$ cat src/include/pe_defines.svh
`ifndef PE_DEFINES_SVH
`define PE_DEFINES_SVH

// Kernel taps per output
`define PE_TAPS 3

// Outputs per row; a row carries two more pixels than that
`define PE_ROW_LEN 8

// Rows held in the output buffer for one plane
`define PE_MAX_ROWS 4

// Pixel and weight width
`define PE_DATA_W 8

// Partial sums
`define PE_PSUM_W 24

// Wishbone word address
`define PE_WB_ADDR_W 3

`endif

$ cat src/pe_ctrl_pkg.sv
`include "pe_defines.svh"

package pe_ctrl_pkg;

    // Register map, one word per address
    typedef enum logic [`PE_WB_ADDR_W-1:0] {
        REG_KERNEL = 0,
        REG_BIAS   = 1,
        REG_CHAN   = 2,
        REG_CMD    = 3,
        REG_PIXEL  = 4,
        REG_STATUS = 5
    } pe_reg_e;

    // Bit positions inside CHAN, CMD and STATUS words
    localparam int CHAN_FIRST_BIT = 0;
    localparam int CHAN_LAST_BIT  = 1;
    localparam int CMD_LOAD_BIT   = 0;
    localparam int CMD_MID_BIT    = 1;
    localparam int CMD_LAST_BIT   = 2;
    localparam int STAT_READY_BIT = 0;
    localparam int STAT_IDLE_BIT  = 1;

    // Requests pulse for one cycle, channel flags are levels
    typedef struct packed {
        logic load_kernel;
        logic mid_row;
        logic last_row;
        logic first_chan;
        logic last_chan;
    } pe_cmd_t;

    typedef struct packed {
        logic wr_kernel;
        logic row_start;
        logic buf_we;
        logic cnt_en;
        logic cnt_rst_n;
        logic add_bias;
        logic stream_valid;
        logic stream_last;
    } pe_ctrl_t;

endpackage

$ cat src/pe_data_pkg.sv
`include "pe_defines.svh"

package pe_data_pkg;

    typedef logic signed [`PE_DATA_W-1:0] pixel_t;
    typedef logic signed [`PE_DATA_W-1:0] weight_t;

    // Weight zero sits in the low byte
    typedef weight_t [`PE_TAPS-1:0] kernel_t;

    typedef logic signed [`PE_PSUM_W-1:0] psum_t;

    typedef struct packed {
        psum_t data;
        logic  last;
    } pe_beat_t;

endpackage

$ cat src/pe_wb_regs.sv
`include "pe_defines.svh"

module pe_wb_regs (
    input  logic                      clk,
    input  logic                      rst_n,
    input  logic                      cyc,
    input  logic                      stb,
    input  logic                      we,
    input  logic [`PE_WB_ADDR_W-1:0]  adr,
    input  logic [31:0]               dat_w,
    output logic [31:0]               dat_r,
    output logic                      ack,
    input  logic                      row_active,
    input  logic                      idle,
    input  logic                      ready,
    output pe_ctrl_pkg::pe_cmd_t      cmd,
    output pe_data_pkg::kernel_t      kernel,
    output pe_data_pkg::psum_t        bias,
    output logic                      pixel_valid,
    output pe_data_pkg::pixel_t       pixel
);
    import pe_ctrl_pkg::*;

    logic pending;
    logic is_pixel;
    logic accept;
    logic wr_acc;
    logic first_chan;
    logic last_chan;
    logic ready_flag;

    assign pending  = cyc && stb && !ack;
    assign is_pixel = we && (adr == REG_PIXEL);
    // Pixel writes stall until a row is open
    assign accept   = pending && (!is_pixel || row_active);
    assign wr_acc   = accept && we;

    assign cmd.load_kernel = wr_acc && (adr == REG_CMD) && dat_w[CMD_LOAD_BIT];
    assign cmd.mid_row     = wr_acc && (adr == REG_CMD) && dat_w[CMD_MID_BIT];
    assign cmd.last_row    = wr_acc && (adr == REG_CMD) && dat_w[CMD_LAST_BIT];
    assign cmd.first_chan  = first_chan;
    assign cmd.last_chan   = last_chan;

    assign pixel_valid = accept && is_pixel;
    assign pixel       = dat_w[`PE_DATA_W-1:0];

    always_ff @(posedge clk) begin
        if (!rst_n) begin
            ack        <= 1'b0;
            first_chan <= 1'b0;
            last_chan  <= 1'b0;
            ready_flag <= 1'b0;
        end else begin
            ack <= accept;
            // Sticky until the next kernel load
            if (cmd.load_kernel) begin
                ready_flag <= 1'b0;
            end else if (ready) begin
                ready_flag <= 1'b1;
            end
            if (wr_acc && adr == REG_CHAN) begin
                first_chan <= dat_w[CHAN_FIRST_BIT];
                last_chan  <= dat_w[CHAN_LAST_BIT];
            end
        end
    end

    always_ff @(posedge clk) begin
        if (wr_acc && adr == REG_KERNEL) begin
            kernel <= dat_w[`PE_TAPS*`PE_DATA_W-1:0];
        end
        if (wr_acc && adr == REG_BIAS) begin
            bias <= dat_w[`PE_PSUM_W-1:0];
        end
        if (accept && !we) begin
            dat_r <= '0;
            case (adr)
                REG_KERNEL: dat_r <= 32'(kernel);
                REG_BIAS:   dat_r <= 32'(bias);
                REG_CHAN: begin
                    dat_r[CHAN_FIRST_BIT] <= first_chan;
                    dat_r[CHAN_LAST_BIT]  <= last_chan;
                end
                REG_STATUS: begin
                    dat_r[STAT_READY_BIT] <= ready_flag;
                    dat_r[STAT_IDLE_BIT]  <= idle;
                end
                default: ;
            endcase
        end
    end

endmodule

$ cat src/pe_buffers_cu.sv
module pe_buffers_cu (
    input  logic                   clk,
    input  logic                   rst_n,
    input  pe_ctrl_pkg::pe_cmd_t   cmd,
    input  logic                   out_valid,
    input  logic                   row_done,
    output pe_ctrl_pkg::pe_ctrl_t  ctrl,
    output logic                   row_active,
    output logic                   idle,
    output logic                   ready
);
    import pe_ctrl_pkg::*;

    // Counters held, nothing written or streamed
    localparam pe_ctrl_t CTRL_QUIET = '{cnt_rst_n: 1'b1, default: 1'b0};

    // Second half repeats the first for the last input channel
    typedef enum logic [3:0] {
        S_RESET         = 4'd0,
        S_IDLE          = 4'd1,
        S_LOAD          = 4'd2,
        S_READY         = 4'd3,
        S_WAIT_MID      = 4'd4,
        S_WRITE_MID     = 4'd5,
        S_WAIT_LAST     = 4'd6,
        S_WRITE_LAST    = 4'd7,
        S_RST_CNT       = 4'd8,
        S_IDLE_LC       = 4'd9,
        S_READY_LC      = 4'd10,
        S_WAIT_MID_LC   = 4'd11,
        S_WRITE_MID_LC  = 4'd12,
        S_WAIT_LAST_LC  = 4'd13,
        S_WRITE_LAST_LC = 4'd14,
        S_RST_CNT_LC    = 4'd15
    } state_e;

    state_e state;

    always_ff @(posedge clk) begin
        if (!rst_n) begin
            state <= S_RESET;
        end else begin
            case (state)
                S_RESET: state <= S_IDLE;
                S_IDLE: begin
                    if (cmd.load_kernel) begin
                        state <= S_LOAD;
                    end else if (cmd.mid_row) begin
                        state <= S_WAIT_MID;
                    end else if (cmd.last_row) begin
                        state <= S_WAIT_LAST;
                    end else if (cmd.last_chan) begin
                        state <= S_IDLE_LC;
                    end
                end
                // Shared by both halves
                S_LOAD:       state <= cmd.last_chan ? S_READY_LC : S_READY;
                S_READY:      state <= S_IDLE;
                S_WAIT_MID:   state <= S_WRITE_MID;
                S_WRITE_MID:  state <= row_done ? S_IDLE : S_WRITE_MID;
                S_WAIT_LAST:  state <= S_WRITE_LAST;
                S_WRITE_LAST: state <= row_done ? S_RST_CNT : S_WRITE_LAST;
                S_RST_CNT:    state <= S_IDLE;
                S_IDLE_LC: begin
                    if (cmd.load_kernel) begin
                        state <= S_LOAD;
                    end else if (cmd.mid_row) begin
                        state <= S_WAIT_MID_LC;
                    end else if (cmd.last_row) begin
                        state <= S_WAIT_LAST_LC;
                    end else if (!cmd.last_chan) begin
                        state <= S_IDLE;
                    end
                end
                S_READY_LC:      state <= S_IDLE_LC;
                S_WAIT_MID_LC:   state <= S_WRITE_MID_LC;
                S_WRITE_MID_LC:  state <= row_done ? S_IDLE_LC : S_WRITE_MID_LC;
                S_WAIT_LAST_LC:  state <= S_WRITE_LAST_LC;
                S_WRITE_LAST_LC: state <= row_done ? S_RST_CNT_LC : S_WRITE_LAST_LC;
                S_RST_CNT_LC:    state <= S_IDLE_LC;
                default:         state <= S_IDLE;
            endcase
        end
    end

    always_comb begin
        ctrl       = CTRL_QUIET;
        row_active = 1'b0;
        idle       = 1'b0;
        ready      = 1'b0;
        case (state)
            S_RESET, S_RST_CNT, S_RST_CNT_LC: ctrl.cnt_rst_n = 1'b0;
            S_IDLE, S_IDLE_LC:                idle = 1'b1;
            S_LOAD:                           ctrl.wr_kernel = 1'b1;
            S_READY, S_READY_LC:              ready = 1'b1;
            // One cycle of row setup
            S_WAIT_MID, S_WAIT_LAST, S_WAIT_MID_LC, S_WAIT_LAST_LC: begin
                ctrl.row_start = 1'b1;
                row_active     = !row_done;
            end
            S_WRITE_MID, S_WRITE_LAST: begin
                row_active    = !row_done;
                ctrl.buf_we   = out_valid;
                ctrl.cnt_en   = out_valid;
                ctrl.add_bias = cmd.first_chan;
            end
            S_WRITE_MID_LC, S_WRITE_LAST_LC: begin
                row_active        = !row_done;
                ctrl.buf_we       = out_valid;
                ctrl.cnt_en       = out_valid;
                ctrl.add_bias     = cmd.first_chan;
                ctrl.stream_valid = out_valid;
                // Buffer keeps it only on the final column
                ctrl.stream_last  = out_valid && (state == S_WRITE_LAST_LC);
            end
            default: ;
        endcase
    end

endmodule

$ cat src/pe_mac_row.sv
`include "pe_defines.svh"

module pe_mac_row (
    input  logic                  clk,
    input  logic                  rst_n,
    input  logic                  wr_kernel,
    input  logic                  row_start,
    input  pe_data_pkg::kernel_t  kernel,
    input  logic                  pixel_valid,
    input  pe_data_pkg::pixel_t   pixel,
    output logic                  out_valid,
    output pe_data_pkg::psum_t    product
);
    import pe_data_pkg::*;

    localparam int CNT_W = $clog2(`PE_TAPS);

    kernel_t          kern_q;
    // Older taps of the window, index zero is the oldest
    pixel_t           hist [`PE_TAPS-1];
    logic [CNT_W-1:0] win_cnt;
    logic             win_full;
    psum_t            tap_sum;

    assign win_full = (win_cnt == CNT_W'(`PE_TAPS - 1));

    // Incoming pixel completes the window as the newest tap
    always_comb begin
        tap_sum = '0;
        for (int i = 0; i < `PE_TAPS - 1; i++) begin
            tap_sum = tap_sum + psum_t'(hist[i]) * psum_t'(weight_t'(kern_q[i]));
        end
        tap_sum = tap_sum + psum_t'(pixel) * psum_t'(weight_t'(kern_q[`PE_TAPS-1]));
    end

    always_ff @(posedge clk) begin
        if (wr_kernel) begin
            kern_q <= kernel;
        end
        if (pixel_valid) begin
            for (int i = 0; i < `PE_TAPS - 2; i++) begin
                hist[i] <= hist[i+1];
            end
            hist[`PE_TAPS-2] <= pixel;
        end
        if (pixel_valid && win_full) begin
            product <= tap_sum;
        end
    end

    always_ff @(posedge clk) begin
        if (!rst_n) begin
            win_cnt   <= '0;
            out_valid <= 1'b0;
        end else begin
            out_valid <= pixel_valid && win_full;
            if (row_start) begin
                win_cnt <= '0;
            end else if (pixel_valid && !win_full) begin
                win_cnt <= win_cnt + 1'b1;
            end
        end
    end

endmodule

$ cat src/pe_output_buffer.sv
`include "pe_defines.svh"

module pe_output_buffer (
    input  logic                   clk,
    input  logic                   rst_n,
    input  pe_ctrl_pkg::pe_ctrl_t  ctrl,
    input  logic                   pixel_valid,
    input  pe_data_pkg::psum_t     product,
    input  pe_data_pkg::psum_t     bias,
    output logic                   row_done,
    output logic                   m_valid,
    output pe_data_pkg::pe_beat_t  m_beat
);
    import pe_data_pkg::*;

    localparam int DEPTH  = `PE_MAX_ROWS * `PE_ROW_LEN;
    localparam int ADDR_W = $clog2(DEPTH);
    localparam int COL_W  = $clog2(`PE_ROW_LEN + 1);

    psum_t             mem [DEPTH];
    psum_t             rd_q;
    psum_t             wr_data;
    logic [ADDR_W-1:0] wr_addr;
    logic [COL_W-1:0]  col;
    logic              last_col;

    assign row_done = (col == COL_W'(`PE_ROW_LEN));
    assign last_col = (col == COL_W'(`PE_ROW_LEN - 1));

    // First channel starts from the bias, later ones from the stored sum
    assign wr_data = product + (ctrl.add_bias ? bias : rd_q);

    always_ff @(posedge clk) begin
        // Read ahead while the window's last pixel goes in
        if (pixel_valid) begin
            rd_q <= mem[wr_addr];
        end
        if (ctrl.buf_we) begin
            mem[wr_addr] <= wr_data;
        end
        if (ctrl.stream_valid) begin
            m_beat.data <= wr_data;
            m_beat.last <= ctrl.stream_last && last_col;
        end
    end

    always_ff @(posedge clk) begin
        if (!rst_n) begin
            wr_addr <= '0;
            col     <= '0;
            m_valid <= 1'b0;
        end else begin
            m_valid <= ctrl.stream_valid;
            // Address runs across mid rows and restarts after a last row
            if (!ctrl.cnt_rst_n) begin
                wr_addr <= '0;
            end else if (ctrl.cnt_en) begin
                wr_addr <= wr_addr + 1'b1;
            end
            if (ctrl.row_start) begin
                col <= '0;
            end else if (ctrl.cnt_en) begin
                col <= col + 1'b1;
            end
        end
    end

endmodule

$ cat src/pe_with_buffers.sv
`include "pe_defines.svh"

module pe_with_buffers (
    input  logic                      clk,
    input  logic                      rst_n,
    input  logic                      cyc,
    input  logic                      stb,
    input  logic                      we,
    input  logic [`PE_WB_ADDR_W-1:0]  adr,
    input  logic [31:0]               dat_w,
    output logic [31:0]               dat_r,
    output logic                      ack,
    output logic                      m_valid,
    output pe_data_pkg::pe_beat_t     m_beat,
    output logic                      pe_ready,
    output logic                      pe_idle
);
    pe_ctrl_pkg::pe_cmd_t  cmd;
    pe_ctrl_pkg::pe_ctrl_t ctrl;
    pe_data_pkg::kernel_t  kernel;
    pe_data_pkg::psum_t    bias;
    pe_data_pkg::psum_t    product;
    pe_data_pkg::pixel_t   pixel;
    logic                  pixel_valid;
    logic                  out_valid;
    logic                  row_done;
    logic                  row_active;

    pe_wb_regs u_regs (
        .clk(clk), .rst_n(rst_n),
        .cyc(cyc), .stb(stb), .we(we), .adr(adr),
        .dat_w(dat_w), .dat_r(dat_r), .ack(ack),
        .row_active(row_active), .idle(pe_idle), .ready(pe_ready),
        .cmd(cmd), .kernel(kernel), .bias(bias),
        .pixel_valid(pixel_valid), .pixel(pixel)
    );

    pe_buffers_cu u_cu (
        .clk(clk), .rst_n(rst_n), .cmd(cmd),
        .out_valid(out_valid), .row_done(row_done), .ctrl(ctrl),
        .row_active(row_active), .idle(pe_idle), .ready(pe_ready)
    );

    pe_mac_row u_mac (
        .clk(clk), .rst_n(rst_n),
        .wr_kernel(ctrl.wr_kernel), .row_start(ctrl.row_start), .kernel(kernel),
        .pixel_valid(pixel_valid), .pixel(pixel),
        .out_valid(out_valid), .product(product)
    );

    pe_output_buffer u_obuf (
        .clk(clk), .rst_n(rst_n), .ctrl(ctrl),
        .pixel_valid(pixel_valid), .product(product), .bias(bias),
        .row_done(row_done), .m_valid(m_valid), .m_beat(m_beat)
    );

endmodule

$ cat config.mk
export PLATFORM = sky130hd
export DESIGN_NAME = pe_with_buffers
export DESIGN_NICKNAME = d
export VERILOG_FILES = /design/src/pe_ctrl_pkg.sv /design/src/pe_data_pkg.sv /design/src/pe_wb_regs.sv /design/src/pe_buffers_cu.sv /design/src/pe_mac_row.sv /design/src/pe_output_buffer.sv /design/src/pe_with_buffers.sv
export VERILOG_INCLUDE_DIRS = /design/src /design/src/include
export SDC_FILE = /design/constraint.sdc
export NUM_CORES = 2
export LEC_CHECK = 0
export ABC_AREA = 1
export BUFFER_PORTS_ARGS = -buffer_cell sky130_fd_sc_hd__buf_2
export CAP_MARGIN = 20
export CORE_ASPECT_RATIO = 1.75
export CORE_MARGIN = 5
export CORE_UTILIZATION = 56
export CTS_BUF_LIST = sky130_fd_sc_hd__clkbuf_8
export CTS_CLUSTER_SIZE = 8
export DETAILED_ROUTE_END_ITERATION = 8
export PLACE_DENSITY = 0.78
export SYNTH_ARGS = -nofsm -noshare
export SYNTH_HDL_FRONTEND = slang
export SYNTH_SLANG_ARGS = --single-unit
export TNS_END_PERCENT = 5
$ cat constraint.sdc
create_clock -name clk -period 15.2 [get_ports clk]
set_input_delay 1.52 -clock clk [delete_from_list [all_inputs] [get_ports clk]]
set_output_delay 1.52 -clock clk [all_outputs]
set_load 0.005 [all_outputs]
==> flow_summary.ini <==
[yosys]
syn_inst = 3951
synth_area_leaders = edfxtp_1, fa_1, o21ai_0
syn_area_per_cell_sq_um = 11.9
synth_area_leader_cell = edfxtp_1
syn-num-nets = 4307
syn_area_sq_um = 46900
yosysWarnings = 0
ys_ff_latch = 974
netlist.area_leader.share_pct = 61.1
seq_area_frac_synth_pct = 62.0
synth_cell_types = 56

[place]
io_buffers = 92
placed_area_sq_um = 48700
dp_hpwl_mm = 73.0
gp_congestion = 0.892
pre_cts_ws_ps = 7620

[global_route]
grt_pass1_vias = 31540
grt_max_degree = 245
grtUsageTotal_pct = 24.8
grt_overflow = 0
antenna_found_initial = 5
grt_pass1_wl_mm = 172

[floorplan]
die_area_sq_um = 89800
coreArea_sq_um = 83200
die_w_um = 229
start_util_pct = 56.3
num_io_pins = 101
die_h_um = 393
rows = 140

[sta]
clock_skew_ps = 37.1
period_share_pct = 45.4
period_needed_ps = 6890
rsz0062_at_grt = false
slew_viol_final = 0
relSlewSlack_pct = 24.0
worstMarginPinSlew_ps = 1140
finalSetupViolCount = 0
hold_violations = 0
timing.fmax_mhz = 145
fin_hold_ws_ps = 446
setup_tns_ps = 0
setup_slack_ps = 8310

[cts]
hold_buffers = 0
h-tree-depth = 4
clk_latency_ps = 800
cts-root-buf = clkbuf_8
cts_tree = done
clk_pin_slew_worst_paths_ps = 60
cts_made_buffers = 145
cts_buffer_depth = 3
clock_sinks = 974
ctsResizeCount = 0
cts_setup_buffers = 0

[cells_and_area]
nets = 4418
areaGrowthSynthToFinish_pct = 9.09
fin_area_sq_um = 51100
layout_common_cells = edfxtp_1, inv_1, o21ai_0
layout_commonest_cell = edfxtp_1
drive_gt1_share_pct = 10.7

[drt]
ant_nets = 0
drt-total-wl_mm = 112
drc = 0
num_vias = 30739
dr.pass1.iters = 5
drt-wirelength-per-cell_um = 21.7
via_per_inst = 5.94
drtIter0Drc = 2933

[worst_setup_path]
end_kind = flip-flop
crit_fanout = 15
reg2reg_from = u_mac.hist[0][13]
cp-start-kind = input port
arrival_ps = 7400
required_ps = 15710
critPathKind = in -> reg
crit_start = dat_w[0]

[flow_run]
max_cap_violations = 0

[worst_hold_path]
worstHoldStart = u_regs.kernel[9]
min_path_type = reg -> reg

[status]
run_status = complete, no violations
## layer usage
| metal | GRT usage (%) | up-vias | wire (um) |
|---|---|---|---|
| li1 | - | 13836 | - |
| met1 | 27.2 | 15026 | 37800 |
| met2 | 45.3 | 1443 | 59700 |
| met3 | 3.99 | 434 | 7780 |
| met4 | 15.1 | 0 | 6940 |
| met5 | 0 | - | 0 |
## metrics by stage
stage | instances | utilization [%]
2_1_floorplan | 3951 | -
3_3_place_gp | 4977 | 58.5
3_5_place_dp | 4978 | 58.5
4_1_cts | 5174 | 61.4
5_1_grt | 5179 | 61.5
6_report | 5179 | 61.5
## final timing paths
check / to / slack (ps) / cells past startpoint
hold / removal: u_mac.kern_q[9] / 450 / 0
hold reg to reg: u_mac.kern_q[9] / 450 / 0
setup / recovery: u_mac.product[17] / 8310 / 25
setup reg to reg: u_mac.product[17] / 8630 / 25
## area by class of cell
| cell class | instances | area [sq um] |
|---|---|---|
| fill | 6112 | 32100 |
| antenna | 3 | 7.51 |
| clock inverter | 50 | 372 |
| multi-input combinational | 2266 | 15400 |
| timing repair buffer | 170 | 1110 |
| tap | 1065 | 1330 |
| sequential | 974 | 29000 |
| clock buffer | 146 | 2010 |
| inverter | 505 | 1910 |
## synth_stat cells (all sizes together)
| master | count |
|---|---|
| a31o | 1 |
| o21a | 1 |
| a21boi | 6 |
| o211a | 1 |
| dfxtp | 21 |
| xnor2 | 39 |
| or2 | 5 |
| buf | 48 |
| edfxtp | 953 |
| a21o | 3 |
| o31ai | 5 |
| a221oi | 48 |
| clkinv | 1 |
| nor3 | 19 |
| a31oi | 3 |
| nor2 | 504 |
| inv | 504 |
| o21ai | 477 |
| nand3 | 32 |
| nand4 | 8 |
| ha | 133 |
| o2111ai | 5 |
| nand3b | 3 |
| o22ai | 193 |
| xor2 | 47 |
| a211oi | 5 |
| clkbuf | 158 |
| nand2 | 417 |
| nor4 | 3 |
| o21bai | 3 |
| a22o | 33 |
| fa | 183 |
| a21oi | 83 |
| nor3b | 2 |
| mux2 | 1 |
| o311ai | 1 |
| o211ai | 2 |
## kinds of logic (layout without fill, tap and decap cells)
kind of cell             after synthesis  in the layout  synth area share [%]
buffers and inverters                711            871                  5.91
AND/OR/NAND/NOR                      993            993                  8.44
other                                  0              3                     0
AO/OA/AOI/OAI                        870            870                  10.7
multiplexers                           1              1                0.0240
XOR/XNOR                              86             86                  1.61
adder cells (fa/ha/maj)              316            316                  11.4
flip-flops                           974            974                  62.0
## critical path, stage by stage
cell,delay [ps]
buf_2,300
inv_1,150
nand2_1,110
fa_1,450
fa_1,490
inv_1,50
fa_1,500
inv_1,60
fa_1,480
inv_1,40
ha_1,300
a21oi_1,160
o21ai_0,130
a21oi_1,220
xor2_1,400
fa_1,500
ha_1,370
nand2_1,100
o21ai_0,180
o21bai_2,170
a21boi_1,140
o21ai_1,250
nand2_1,100
nand2_2,130
nand2_1,80
## sequential cells by signal, indices dropped and copies added (netlist names), 24 cells and up
signal and cells:
u_mac.kern_q 24, u_mac.product 24, u_obuf.m_beat 25, u_obuf.mem 768, u_obuf.rd_q 24, u_regs.bias 24, u_regs.dat_r 24, u_regs.kernel 24
Power is left out: the tool's default activity adds up to more than one toggle a clock period on the data nets, which glitch-free logic cannot reach.
